[config.mk]
export PLATFORM = sky130hd
export DESIGN_NAME = fp_add_unit
export DESIGN_NICKNAME = d
export VERILOG_FILES = /design/src/logic/fp_add_pkg.sv /design/src/logic/add_align.sv /design/src/logic/add_normalize_round.sv /design/src/logic/add_special.sv /design/src/logic/fp_add_unit.sv
export VERILOG_INCLUDE_DIRS = /design/src /design/src/logic
export SDC_FILE = /design/constraint.sdc
export NUM_CORES = 1
export LEC_CHECK = 0
export BUFFER_PORTS_ARGS = -buffer_cell sky130_fd_sc_hd__buf_2
export CORE_ASPECT_RATIO = 1.75
export CORE_MARGIN = 2
export CORE_UTILIZATION = 30
export DETAILED_ROUTE_END_ITERATION = 6
export PLACE_DENSITY = 0.44
export SYNTH_ARGS = -nofsm -noshare
export SYNTH_HDL_FRONTEND = slang
export SYNTH_SLANG_ARGS = --single-unit
[constraint.sdc]
create_clock -name clk -period 13.9 [get_ports clk]
set_input_delay 1.39 -clock clk [delete_from_list [all_inputs] [get_ports clk]]
set_output_delay 1.39 -clock clk [all_outputs]
set_load 0.02 [all_outputs]
[src/logic/fp_add_defs.svh]
`ifndef FP_ADD_DEFS_SVH
`define FP_ADD_DEFS_SVH

// Single precision field layout.
`define FP_WIDTH   32
`define EXP_WIDTH  8
`define MAN_WIDTH  23

`define EXP_BIAS   127            // Exponent of 1.0 in biased form.
`define EXP_MAX    255            // Biased exponent of infinity and NaN.

// Canonical quiet NaN returned for every invalid operation.
`define QNAN       32'h7FC0_0000

// Magnitude bits of infinity, to be prefixed with a sign.
`define INF_MAG    31'h7F80_0000

// Aligned sum width is the hidden bit, the fraction, a guard bit and a sticky bit.
`define SUM_WIDTH  26

`endif

[src/logic/fp_add_pkg.sv]
`include "fp_add_defs.svh"

package fp_add_pkg;

   typedef enum logic {
      op_add = 1'b0,
      op_sub = 1'b1                              // Sign of b is inverted.
   } fp_op_e;

   typedef enum logic [2:0] {
      rm_rne = 3'd0,                             // Nearest, ties to even.
      rm_rtz = 3'd1,                             // Toward zero.
      rm_rdn = 3'd2,                             // Toward minus infinity.
      rm_rup = 3'd3,                             // Toward plus infinity.
      rm_rmm = 3'd4                              // Nearest, ties away from zero.
   } round_mode_e;

   typedef struct packed {
      fp_op_e                 op;
      round_mode_e            frm;
      logic [`FP_WIDTH-1:0]   operand_a;
      logic [`FP_WIDTH-1:0]   operand_b;
   } fp_req_t;

   typedef struct packed {
      logic                   sign;              // Sign of the larger operand.
      logic [`EXP_WIDTH-1:0]  exp_max;           // Exponent that goes with sum_frac bit 25.
      logic [`SUM_WIDTH-1:0]  sum_frac;
      logic                   carry_out;
      round_mode_e            frm;
   } align_res_t;

   typedef struct packed {
      logic                   inv;
      logic                   is_inf;
      logic                   inf_sign;
      logic                   is_zero_exact;
      logic                   zero_sign;
      logic                   pass_b;            // Operand a is zero.
      logic                   pass_a;            // Operand b is zero.
      logic [`FP_WIDTH-1:0]   pass_value;
   } special_res_t;

   typedef struct packed {
      logic nv;
      logic of;
      logic uf;
      logic nx;
   } fp_flags_t;

   typedef struct packed {
      logic [`FP_WIDTH-1:0]   value;
      fp_flags_t              flags;
   } fp_res_t;

endpackage

[src/logic/add_align.sv]
`include "fp_add_defs.svh"

module add_align import fp_add_pkg::*; (
   input  logic       clk,
   input  logic       rst_n,
   input  logic       in_valid,
   input  fp_req_t    req,
   output logic       s1_valid,
   output align_res_t align
);

   // Internal width adds a round bit below the guard bit.
   localparam int WW = `SUM_WIDTH + 1;

   logic                    sign_a;
   logic                    sign_b;
   logic [`EXP_WIDTH-1:0]   exp_a;
   logic [`EXP_WIDTH-1:0]   exp_b;
   logic [`MAN_WIDTH-1:0]   frac_a;
   logic [`MAN_WIDTH-1:0]   frac_b;
   logic                    b_is_big;
   logic                    sign_big;
   logic [`EXP_WIDTH-1:0]   exp_big;
   logic [`EXP_WIDTH-1:0]   exp_small;
   logic [`EXP_WIDTH-1:0]   exp_diff;
   logic [`MAN_WIDTH:0]     sig_big;
   logic [`MAN_WIDTH:0]     sig_small;
   logic [4:0]              shamt;
   logic [2*WW-1:0]         shift_ext;
   logic [WW-1:0]           big_ext;
   logic [WW-1:0]           small_ext;
   logic                    eff_sub;
   logic [WW:0]             sum_wide;
   logic [`SUM_WIDTH-1:0]   sum_frac;
   logic [`EXP_WIDTH-1:0]   sum_exp;

   always_comb begin
      sign_a = req.operand_a[`FP_WIDTH-1];
      sign_b = req.operand_b[`FP_WIDTH-1] ^ (req.op == op_sub);
      exp_a  = req.operand_a[`FP_WIDTH-2 -: `EXP_WIDTH];
      exp_b  = req.operand_b[`FP_WIDTH-2 -: `EXP_WIDTH];

      // Subnormal operands count as zero.
      frac_a = (exp_a == '0) ? '0 : req.operand_a[`MAN_WIDTH-1:0];
      frac_b = (exp_b == '0) ? '0 : req.operand_b[`MAN_WIDTH-1:0];

      b_is_big  = {exp_b, frac_b} > {exp_a, frac_a};
      sign_big  = b_is_big ? sign_b : sign_a;
      exp_big   = b_is_big ? exp_b : exp_a;
      exp_small = b_is_big ? exp_a : exp_b;
      sig_big   = b_is_big ? {exp_b != '0, frac_b} : {exp_a != '0, frac_a};
      sig_small = b_is_big ? {exp_a != '0, frac_a} : {exp_b != '0, frac_b};
      eff_sub   = sign_a ^ sign_b;

      exp_diff = exp_big - exp_small;
      shamt    = (exp_diff > 8'd31) ? 5'd31 : exp_diff[4:0];   // Beyond 27 all is sticky.
   end

   always_comb begin
      big_ext   = {sig_big, {(WW - `MAN_WIDTH - 1){1'b0}}};
      shift_ext = {sig_small, {(WW - `MAN_WIDTH - 1){1'b0}}, {WW{1'b0}}} >> shamt;

      // Every bit shifted past the round bit is folded into the sticky bit.
      small_ext = {shift_ext[2*WW-1:WW+1], shift_ext[WW] | (|shift_ext[WW-1:0])};

      if (eff_sub) begin
         sum_wide = {1'b0, big_ext} - {1'b0, small_ext};   // Larger first, so no borrow.
      end else begin
         sum_wide = {1'b0, big_ext} + {1'b0, small_ext};
      end

      if (sum_wide[WW] || sum_wide[WW-1]) begin
         sum_frac = {sum_wide[WW-1:2], sum_wide[1] | sum_wide[0]};
         sum_exp  = exp_big;
      end else begin
         // The top bit cancelled. Moving up one place now keeps the round bit.
         sum_frac = sum_wide[WW-2:0];
         sum_exp  = exp_big - 1'b1;
      end
   end

   always_ff @(posedge clk) begin
      if (!rst_n) begin
         s1_valid <= 1'b0;
      end else begin
         s1_valid <= in_valid;
      end
   end

   always_ff @(posedge clk) begin
      if (in_valid) begin
         align.sign      <= sign_big;
         align.exp_max   <= sum_exp;
         align.sum_frac  <= sum_frac;
         align.carry_out <= sum_wide[WW];
         align.frm       <= req.frm;
      end
   end

endmodule

[src/logic/add_normalize_round.sv]
`include "fp_add_defs.svh"

module add_normalize_round import fp_add_pkg::*; (
   input  logic         clk,
   input  logic         rst_n,
   input  logic         s1_valid,
   input  align_res_t   align,
   input  special_res_t special,
   output logic         out_valid,
   output fp_res_t      res
);

   logic [4:0]              lzc;
   logic [`SUM_WIDTH-1:0]   norm_frac;
   logic [`EXP_WIDTH:0]     exp_pre;
   logic [`MAN_WIDTH-1:0]   mant;
   logic                    guard;
   logic                    sticky;
   logic                    round_up;
   logic [`FP_WIDTH-2:0]    rounded;
   logic                    sum_zero;
   logic                    ovf;
   logic                    unf;
   fp_res_t                 res_d;

   // Leading zero count of the sum. The highest set bit is the last one seen.
   always_comb begin
      lzc = '0;
      for (int i = 0; i < `SUM_WIDTH; i++) begin
         if (align.sum_frac[i]) begin
            lzc = 5'(`SUM_WIDTH - 1 - i);
         end
      end
   end

   always_comb begin
      sum_zero  = (align.sum_frac == '0) && !align.carry_out;
      norm_frac = align.sum_frac << lzc;
      unf       = 1'b0;

      if (align.carry_out) begin
         // The carry becomes the hidden bit, one place up.
         mant    = align.sum_frac[`SUM_WIDTH-1 -: `MAN_WIDTH];
         guard   = align.sum_frac[2];
         sticky  = |align.sum_frac[1:0];
         exp_pre = {1'b0, align.exp_max} + 1'b1;
      end else begin
         mant    = norm_frac[`SUM_WIDTH-2 -: `MAN_WIDTH];
         guard   = norm_frac[1];
         sticky  = norm_frac[0];
         exp_pre = {1'b0, align.exp_max} - {4'b0, lzc};
         unf     = !sum_zero && ({3'b0, lzc} >= align.exp_max);   // Exponent would be 0 or less.
      end
   end

   always_comb begin
      case (align.frm)
         rm_rne:  round_up = guard && (sticky || mant[0]);
         rm_rtz:  round_up = 1'b0;
         rm_rdn:  round_up = align.sign && (guard || sticky);
         rm_rup:  round_up = !align.sign && (guard || sticky);
         rm_rmm:  round_up = guard;
         default: round_up = 1'b0;
      endcase

      // A carry out of the fraction lands in the exponent and renormalizes.
      rounded = {exp_pre[`EXP_WIDTH-1:0], mant} + {{(`FP_WIDTH-2){1'b0}}, round_up};

      ovf = !unf && ((exp_pre >= (`EXP_WIDTH+1)'(`EXP_MAX)) ||
                     (rounded[`FP_WIDTH-2 -: `EXP_WIDTH] == `EXP_WIDTH'(`EXP_MAX)));
   end

   always_comb begin
      res_d.flags = '0;
      if (special.inv) begin
         res_d.value    = `QNAN;
         res_d.flags.nv = 1'b1;
      end else if (special.is_inf) begin
         res_d.value = {special.inf_sign, `INF_MAG};
      end else if (special.is_zero_exact) begin
         res_d.value = {special.zero_sign, {(`FP_WIDTH-1){1'b0}}};
      end else if (special.pass_a || special.pass_b) begin
         res_d.value = special.pass_value;
      end else if (sum_zero) begin
         // Exact cancellation is +0 unless rounding down.
         res_d.value = {align.frm == rm_rdn, {(`FP_WIDTH-1){1'b0}}};
      end else if (ovf) begin
         res_d.value    = {align.sign, `INF_MAG};   // Infinity in every rounding mode.
         res_d.flags.of = 1'b1;
         res_d.flags.nx = 1'b1;
      end else if (unf) begin
         res_d.value    = {align.sign, {(`FP_WIDTH-1){1'b0}}};
         res_d.flags.uf = 1'b1;
         res_d.flags.nx = 1'b1;
      end else begin
         res_d.value    = {align.sign, rounded};
         res_d.flags.nx = guard || sticky;
      end
   end

   always_ff @(posedge clk) begin
      if (!rst_n) begin
         out_valid <= 1'b0;
         res.flags <= '0;
      end else begin
         out_valid <= s1_valid;
         if (s1_valid) begin
            res <= res_d;
         end
      end
   end

endmodule

[src/logic/add_special.sv]
`include "fp_add_defs.svh"

module add_special import fp_add_pkg::*; (
   input  logic         clk,
   input  logic         rst_n,
   input  logic         in_valid,
   input  fp_req_t      req,
   output special_res_t special
);

   logic                    sign_a;
   logic                    sign_b;
   logic [`EXP_WIDTH-1:0]   exp_a;
   logic [`EXP_WIDTH-1:0]   exp_b;
   logic                    a_nan;
   logic                    b_nan;
   logic                    a_inf;
   logic                    b_inf;
   logic                    a_zero;
   logic                    b_zero;
   logic                    a_finite_nz;
   logic                    b_finite_nz;
   special_res_t            special_d;

   always_comb begin
      sign_a = req.operand_a[`FP_WIDTH-1];
      sign_b = req.operand_b[`FP_WIDTH-1] ^ (req.op == op_sub);   // Effective sign.
      exp_a  = req.operand_a[`FP_WIDTH-2 -: `EXP_WIDTH];
      exp_b  = req.operand_b[`FP_WIDTH-2 -: `EXP_WIDTH];

      a_nan  = (exp_a == `EXP_WIDTH'(`EXP_MAX)) && (req.operand_a[`MAN_WIDTH-1:0] != '0);
      b_nan  = (exp_b == `EXP_WIDTH'(`EXP_MAX)) && (req.operand_b[`MAN_WIDTH-1:0] != '0);
      a_inf  = (exp_a == `EXP_WIDTH'(`EXP_MAX)) && (req.operand_a[`MAN_WIDTH-1:0] == '0);
      b_inf  = (exp_b == `EXP_WIDTH'(`EXP_MAX)) && (req.operand_b[`MAN_WIDTH-1:0] == '0);
      a_zero = (exp_a == '0);                    // Subnormals land here too.
      b_zero = (exp_b == '0);

      a_finite_nz = !a_zero && (exp_a != `EXP_WIDTH'(`EXP_MAX));
      b_finite_nz = !b_zero && (exp_b != `EXP_WIDTH'(`EXP_MAX));
   end

   always_comb begin
      special_d.inv      = a_nan || b_nan || (a_inf && b_inf && (sign_a != sign_b));
      special_d.is_inf   = !special_d.inv && (a_inf || b_inf);
      special_d.inf_sign = a_inf ? sign_a : sign_b;   // Both infinite means equal signs.

      // Two zeros give -0 only when both are negative or the sum rounds down.
      special_d.is_zero_exact = a_zero && b_zero;
      special_d.zero_sign     = (sign_a && sign_b) ||
                                ((sign_a != sign_b) && (req.frm == rm_rdn));

      special_d.pass_b     = a_zero && b_finite_nz;
      special_d.pass_a     = b_zero && a_finite_nz;
      special_d.pass_value = a_zero ? {sign_b, req.operand_b[`FP_WIDTH-2:0]}
                                    : req.operand_a;
   end

   always_ff @(posedge clk) begin
      if (!rst_n) begin
         special.inv           <= 1'b0;
         special.is_inf        <= 1'b0;
         special.is_zero_exact <= 1'b0;
         special.pass_b        <= 1'b0;
         special.pass_a        <= 1'b0;
      end else if (in_valid) begin
         special <= special_d;
      end
   end

endmodule

[src/logic/fp_add_unit.sv]
module fp_add_unit import fp_add_pkg::*; (
   input  logic    clk,
   input  logic    rst_n,
   input  logic    in_valid,
   input  fp_req_t req,
   output logic    out_valid,
   output fp_res_t res
);

   logic         s1_valid;                       // Stage one holds a request.
   align_res_t   s1_align;                       // Aligned and added significands.
   special_res_t s1_special;                     // Special case decisions for the same request.

   // Both first-stage blocks capture the same request on the same edge.
   add_align u_add_align (
      .clk      (clk),
      .rst_n    (rst_n),
      .in_valid (in_valid),
      .req      (req),
      .s1_valid (s1_valid),
      .align    (s1_align)
   );

   add_special u_add_special (
      .clk      (clk),
      .rst_n    (rst_n),
      .in_valid (in_valid),
      .req      (req),
      .special  (s1_special)
   );

   add_normalize_round u_add_normalize_round (
      .clk       (clk),
      .rst_n     (rst_n),
      .s1_valid  (s1_valid),
      .align     (s1_align),
      .special   (s1_special),
      .out_valid (out_valid),
      .res       (res)
   );

endmodule

* Word-level counts from Yosys, hierarchy flattened *
Index checks and enable logic that the tools add are counted.

operators by class
  add/sub/neg operators = 7
  bitwise operators = 4
  order comparisons = 4
  muxes and demuxes = 62
  shift operators = 2
  reductions and logical operators = 52
  eq/ne operators = 10

operators with widths
  kind                count
  $mux 32             5
  $mux 5              27
  $mux 23             3
  $mux 31             2
  $shr 54x5->54       1
  $mux 24             2
  $logic_not 23->1    2
  $reduce_bool 23->1  2
  $add 31x1->31       1
  $gt 31x31->1        1
  $add 27x27->28      1
  $mux 28             1
  $sub 27x27->28      1
  $reduce_or 27->1    1
  $logic_not 26->1    1
  $mux 26             1
  $shl 26x5->25       1
  $eq 8x8->1 const B  3
  $mux 8              3
  $logic_and 1x1->1   20
  $logic_not 8->1     2
  $ne 8x8->1 const B  2
  $reduce_bool 8->1   2
  $mux 3              5
  21 further kinds    51

word-level totals
  output and inout bits = 37
  word-level logic and storage cells = 163
  input bits = 71
  flip-flop bits (word level) = 116

* Depth between registers and ports, before layout *
  depth in word-level cells = 41
  depth in mapped cells = 53
  depth with buffers taken out = 45

* By module *
A second synthesis with hierarchy kept.

second synthesis, totals
  cells, all modules = 2,241
  area, all modules = 16,732.3 um2

by module, submodules not included
  module               instances  cells each  seq. area each (um2)  area an instance (um2)
  add_align            1          1,311       1,191.1               9,292.7
  add_normalize_round  1          745         1,061.0               5,567.8
  add_special          1          185         1,121.1               1,871.8

* Worst setup path after synthesis *
No wires, ideal clock.

  path type = input port to flip-flop
  start point = input req[60] in the netlist's numbering
  end point = register, netlist name u_add_align.align[18]
  setup time = 260 ps
  setup slack = 2,713 ps
  path buffers = 6
  stages = 47
  data arrival time = 10,927 ps
  data required time = 13,640 ps
  path through = or4_1 -> nor4_1 -> nand2_1 -> clkbuf_1 -> nand2_1 -> ha_1 -> a211oi_1 -> o21ai_1 -> a211oi_1 -> nand4_1 -> nand2_2 -> buf_2 -> clkbuf_1 -> mux2i_1 -> ha_1 -> nand2_1 -> a31oi_1 -> o31a_1 -> (+11 left out) -> inv_1 -> o21bai_1 -> a21oi_1 -> o21bai_1 -> a21o_1 -> a21o_1 -> a21oi_1 -> o21bai_1 -> a2111o_1 -> and3_1 -> o21ai_0 -> nand4_1 -> and4_1 -> mux2i_1 -> nand2_1 -> a21oi_1 -> buf_2 -> mux2_2

between the ends
  longest elaborated chain between the ends = 14
  elaborated cells between the ends (all ways) = 19
  those cells by class = add/sub: 3; order compare: 2; shift: 1; mux: 8; bitwise: 1; reduce/logical: 4

RTL lines
  item                                                     RTL line                          source
  start: declaration                                       fp_add_unit.sv:5                  input fp_req_t req,
  $logic_not 8->1                                          add_align.sv:44                   frac_a = (exp_a == '0) ? '0 : req.operand_a[`MAN_WIDTH-1:0];
  $mux 23                                                  add_align.sv:44
  $gt 31x31->1                                             add_align.sv:47                   b_is_big = {exp_b, frac_b} > {exp_a, frac_a};
  $mux 8 (on tied branches)                                add_align.sv:49, add_align.sv:50
  $sub 8x8->8                                              add_align.sv:55                   exp_diff = exp_big - exp_small;
  $gt 8x5->1                                               add_align.sv:56                   shamt = (exp_diff > 8'd31) ? 5'd31 : exp_diff[4:0];
  $mux 5                                                   add_align.sv:56
  $shr 54x5->54                                            add_align.sv:61                   shift_ext = {sig_small, {(WW - `MAN_WIDTH - 1){1'b0}}, {WW{1'b0}}} >> shamt;
  $reduce_or 27->1                                         add_align.sv:64                   small_ext = {shift_ext[2*WW-1:WW+1], shift_ext[WW] | (|shift_ext[WW-1:0])};
  $or 1x1->1                                               add_align.sv:64
  $add 27x27->28 / $sub 27x27->28 (equally long branches)  add_align.sv:69, add_align.sv:67
  $mux 28 (*)                                              add_align.sv:66                   if (eff_sub) begin
  $logic_or 1x1->1                                         add_align.sv:72                   if (sum_wide[WW] || sum_wide[WW-1]) begin
  $mux 26 (*)                                              add_align.sv:72
  named net u_add_align.sum_frac[14]                       add_align.sv:34                   logic [`SUM_WIDTH-1:0] sum_frac;

Mark *: on every way through the listed nets, which the timed path passes. The rest lies on a longest branch.
A chain may end at the register's enable or synchronous reset.

* Worst setup path after layout *
  start point = input req[26] in the netlist's numbering
  end point = register, netlist name u_add_align.align[22]

between the ends
  longest elaborated chain between the ends = 14
  elaborated cells between the ends (all ways) = 19
  those cells by class = add/sub: 3; order compare: 2; shift: 1; mux: 8; bitwise: 1; reduce/logical: 4

RTL lines
  item                                                     RTL line                          source
  $logic_not 8->1                                          add_align.sv:45                   frac_b = (exp_b == '0) ? '0 : req.operand_b[`MAN_WIDTH-1:0];
  $mux 23                                                  add_align.sv:45
  $gt 31x31->1                                             add_align.sv:47
  $mux 8 (on tied branches)                                add_align.sv:49, add_align.sv:50
  $sub 8x8->8                                              add_align.sv:55
  $gt 8x5->1                                               add_align.sv:56
  $mux 5                                                   add_align.sv:56
  $shr 54x5->54                                            add_align.sv:61
  $reduce_or 27->1                                         add_align.sv:64
  $or 1x1->1                                               add_align.sv:64
  $add 27x27->28 / $sub 27x27->28 (equally long branches)  add_align.sv:69, add_align.sv:67
  $mux 28 (*)                                              add_align.sv:66
  $logic_or 1x1->1                                         add_align.sv:72
  $mux 26 (*)                                              add_align.sv:72
  named net u_add_align.sum_frac[18]                       add_align.sv:34

Marked as above.

==> summary.md <==
| Metric | Value |
|---|---|
| Unrepaired setup endpoints after global routing | false |
| Top Ports | 108 |
| Max-slew headroom | 21.9% |
| Critical path's largest stage delay | 1110 ps |
| Fin Setup TNS | 0 ps |
| Post-synth EDFFs | 105 |
| Clock tree sinks | 116 |
| Critical path arrival | 12490 ps |
| PortBufs | 107 |
| Largest area contributor in the netlist | edfxtp_1 |
| Buf+Inv Stages, Crit Path | 2 |
| Maximum fanout along the worst path | 28 |
| CTS hold repair buffers | 0 |
| Final WL | 71.7 mm |
| Synth cell types | 107 |
| Leak | 6.73 nW |
| Slew @ Worst Pin | 1160 ps |
| Crit-path slowest cell | o311ai_1 |
| Setup crit end kind | flip-flop |
| Fraction of layout cells with a size suffix above 1 | 11.9% |
| Final min period | 12330 ps |
| Final Hold Vio Count | 0 |
| Fin util | 33.6% |
| Syn avg cell area | 7.39 µm² |
| Via density | 5.95 |
| Register area share after synthesis | 22.0% |
| DR iter-0 viols | 1368 |
| Seq pwr share | 24.1% |
| H-tree levels | 4 |
| Cells after synthesis | 2078 |
| CP top delay family | compound AO/OA/AOI/OAI gates |
| Power share of the clock group | 19.8% |
| Worst setup SP type | input pin |
| Share of the synthesized area in the top cell type | 20.5% |
| Cell area after synthesis | 15300 µm² |
| F_max | 81.1 MHz |
| Cell Pwr Density | 130 nW/µm² |
| Antenna Nets Post-Route | 0 |
| Post-CTS Resized | 0 |
| P_int | 1.10 mW |
| WS Path Type | input pin to flip-flop |
| Slew Limit Fails | 0 |
| Core area | 50600 µm² |
| Final setup viols | 0 |
| Final Cycle Share | 88.7% |
| Setup Slack @ Placement | 1430 ps |
| Area contributors post-synth | edfxtp_1 (21%), ha_1 (7.4%), nand2_1 (7.2%) |
| Status | completed |
| FF+latch count, synth | 116 |
| Most frequent cells in the layout | nand2_1 (295), nor2_1 (192), a21oi_1 (146), o21ai_0 (138), inv_1 (108) |
| Clock latency on the worst-skew pair | 430 ps |
| Cts bufs inserted | 17 |
| Die W | 175 µm |
| Commonest non-fill, non-tap cell in the layout | nand2_1 |
| Worst hold path type | flip-flop to flip-flop |
| Ys Warns | 0 |
| RePlAce Congestion | 1.05 |
| Routed wire per std cell | 25.8 µm |
| First-pass GRT wire length | 105 mm |
| Final #Nets | 2267 |
| PnR Total Power | 2.22 mW |
| Pre-antenna DRT Iters | 6 |
| Syn Nets | 2242 |
| Worst-path clk slew | 70 ps |
| Via Count | 16.6k |
| Largest net degree at the start of global routing | 54 |
| Cell Rows | 109 |
| Overall Global Routing Usage | 26.7% |
| Vias in the first global route | 16.5k |
| Max cap viols | 0 |
| Die ar. | 53100 µm² |
| TritonCTS clock tree | yes |
| Area growth from synthesis to layout | 10.6% |
| Ys flop type | edfxtp_1 |
| Combinational Power Share | 56.1% |
| FFs w/ async S/R, synth | 0% |
| Grt ovf | 0 |
| Initial core utilization | 30.3% |
| Die height | 303 µm |
| Maximum vdd drop | 0.0000855 V |
| NetSw | 1.12 mW |
| Initial antenna violation count | 1 |
| Post-layout worst setup margin | 1570 ps |
| Root Buffer | clkbuf_16 |
| Number of setup buffers added after CTS | 0 |
| DRC Markers | 0 |
| Fin Clk Skew | 20.1 ps |
| DPL Wire Length | 58.5 mm |
| Net switching fraction of the power | 50.3% |
| Clock buffer depth | 2 |
| CP required | 14060 ps |
[layout make-up]
class	count	area [µm²]
fill	5414	33600
tap	666	833
antenna	1	2.50
inverter	112	420
multi-input combinational	1722	11000
timing repair buffer	134	738
sequential	116	3370
clock inverter	15	176
clock buffer	17	425
[state kept, by name (all words and copies together), names as in the netlist]
| signal | count |
|---|---|
| u_add_align.align | 39 |
| u_add_special.special | 39 |
| u_add_normalize_round.res | 36 |
| u_add_align.s1_valid | 1 |
| u_add_normalize_round.out_valid | 1 |
[routing by layer]
metal | up-vias | routed length (µm) | global-route usage (%)
li1 | 7740 | - | -
met1 | 7903 | 25200 | 26.9
met2 | 676 | 37200 | 49.7
met3 | 229 | 2710 | 2.47
met4 | 2 | 6540 | 21.7
met5 | - | 12 | 0
[worst register-to-register path, stage by stage (launching register included)]
cell and delay, ps:
edfxtp_1 630, nor2_2 250, o31ai_1 100, a211oi_1 280, o31ai_1 100, a211o_1 370, a211oi_2 460, nor2_2 80
buf_4 260, inv_1 830, mux2_2 480, o21ai_0 670, a211oi_1 180, a211oi_1 850, nand4_1 550, nor4_1 430
nor3b_1 90, a211oi_1 590, a311o_2 510, o21ai_0 260
[synth_stat cells (all sizes together), types with 11 or more instances]
cell,count
nand2,297
nor2,196
o21ai,152
a21oi,147
inv,109
edfxtp,105
ha,91
clkbuf,82
mux2i,62
nand3,55
nor3,55
nand4,47
buf,46
nor4,46
xnor2,41
a211oi,37
o211ai,34
and2,33
a31oi,27
mux2,25
xor2,24
a21o,23
and3,23
nor2b,21
nand2b,20
o21bai,18
a22o,17
o22ai,17
o21a,16
a22oi,13
o31ai,13
or2,13
dfxtp,11
[stage by stage]
step,area (µm²),hold WS [ps],instances
3_3_place_gp,16400,482,2750
5_1_grt,17000,514,2782
6_report,17000,500,2783
2_1_floorplan,15300,457,2078
4_1_cts,17000,500,2782
3_5_place_dp,16400,488,2750
[power groups by stage]
stage | combinational [mW] | sequential (mW) | clock [mW]
2_1_floorplan | 0.835 | 0.494 | 0
3_3_place_gp | 1.22 | 0.536 | 0
3_5_place_dp | 1.21 | 0.537 | 0
4_1_cts | 1.22 | 0.530 | 0.451
5_1_grt | 1.33 | 0.537 | 0.465
6_report | 1.24 | 0.533 | 0.440
[cells by family after synthesis]
group,share of synthesized area [%]
simple gates,26.9
compound gates,27.1
buf+inv,6.46
flops,22.0
fa+ha+maj,7.68
mux,6.19
xor+xnor,3.71
[worst paths after layout]
| kind | endpoint | cells past startpoint | slack (ps) | from |
|---|---|---|---|---|
| setup / recovery | u_add_align.align[22] | 39 | 1570 | req[26] |
| hold / removal | u_add_special.special[33] | 2 | 500 | u_add_special.special[33] |
| setup reg to reg | u_add_normalize_round.res[11] | 19 | 5660 | u_add_align.align[11] |
| hold reg to reg | u_add_special.special[33] | 2 | 500 | u_add_special.special[33] |
Note: power is estimated with default switching activity, not from simulation.
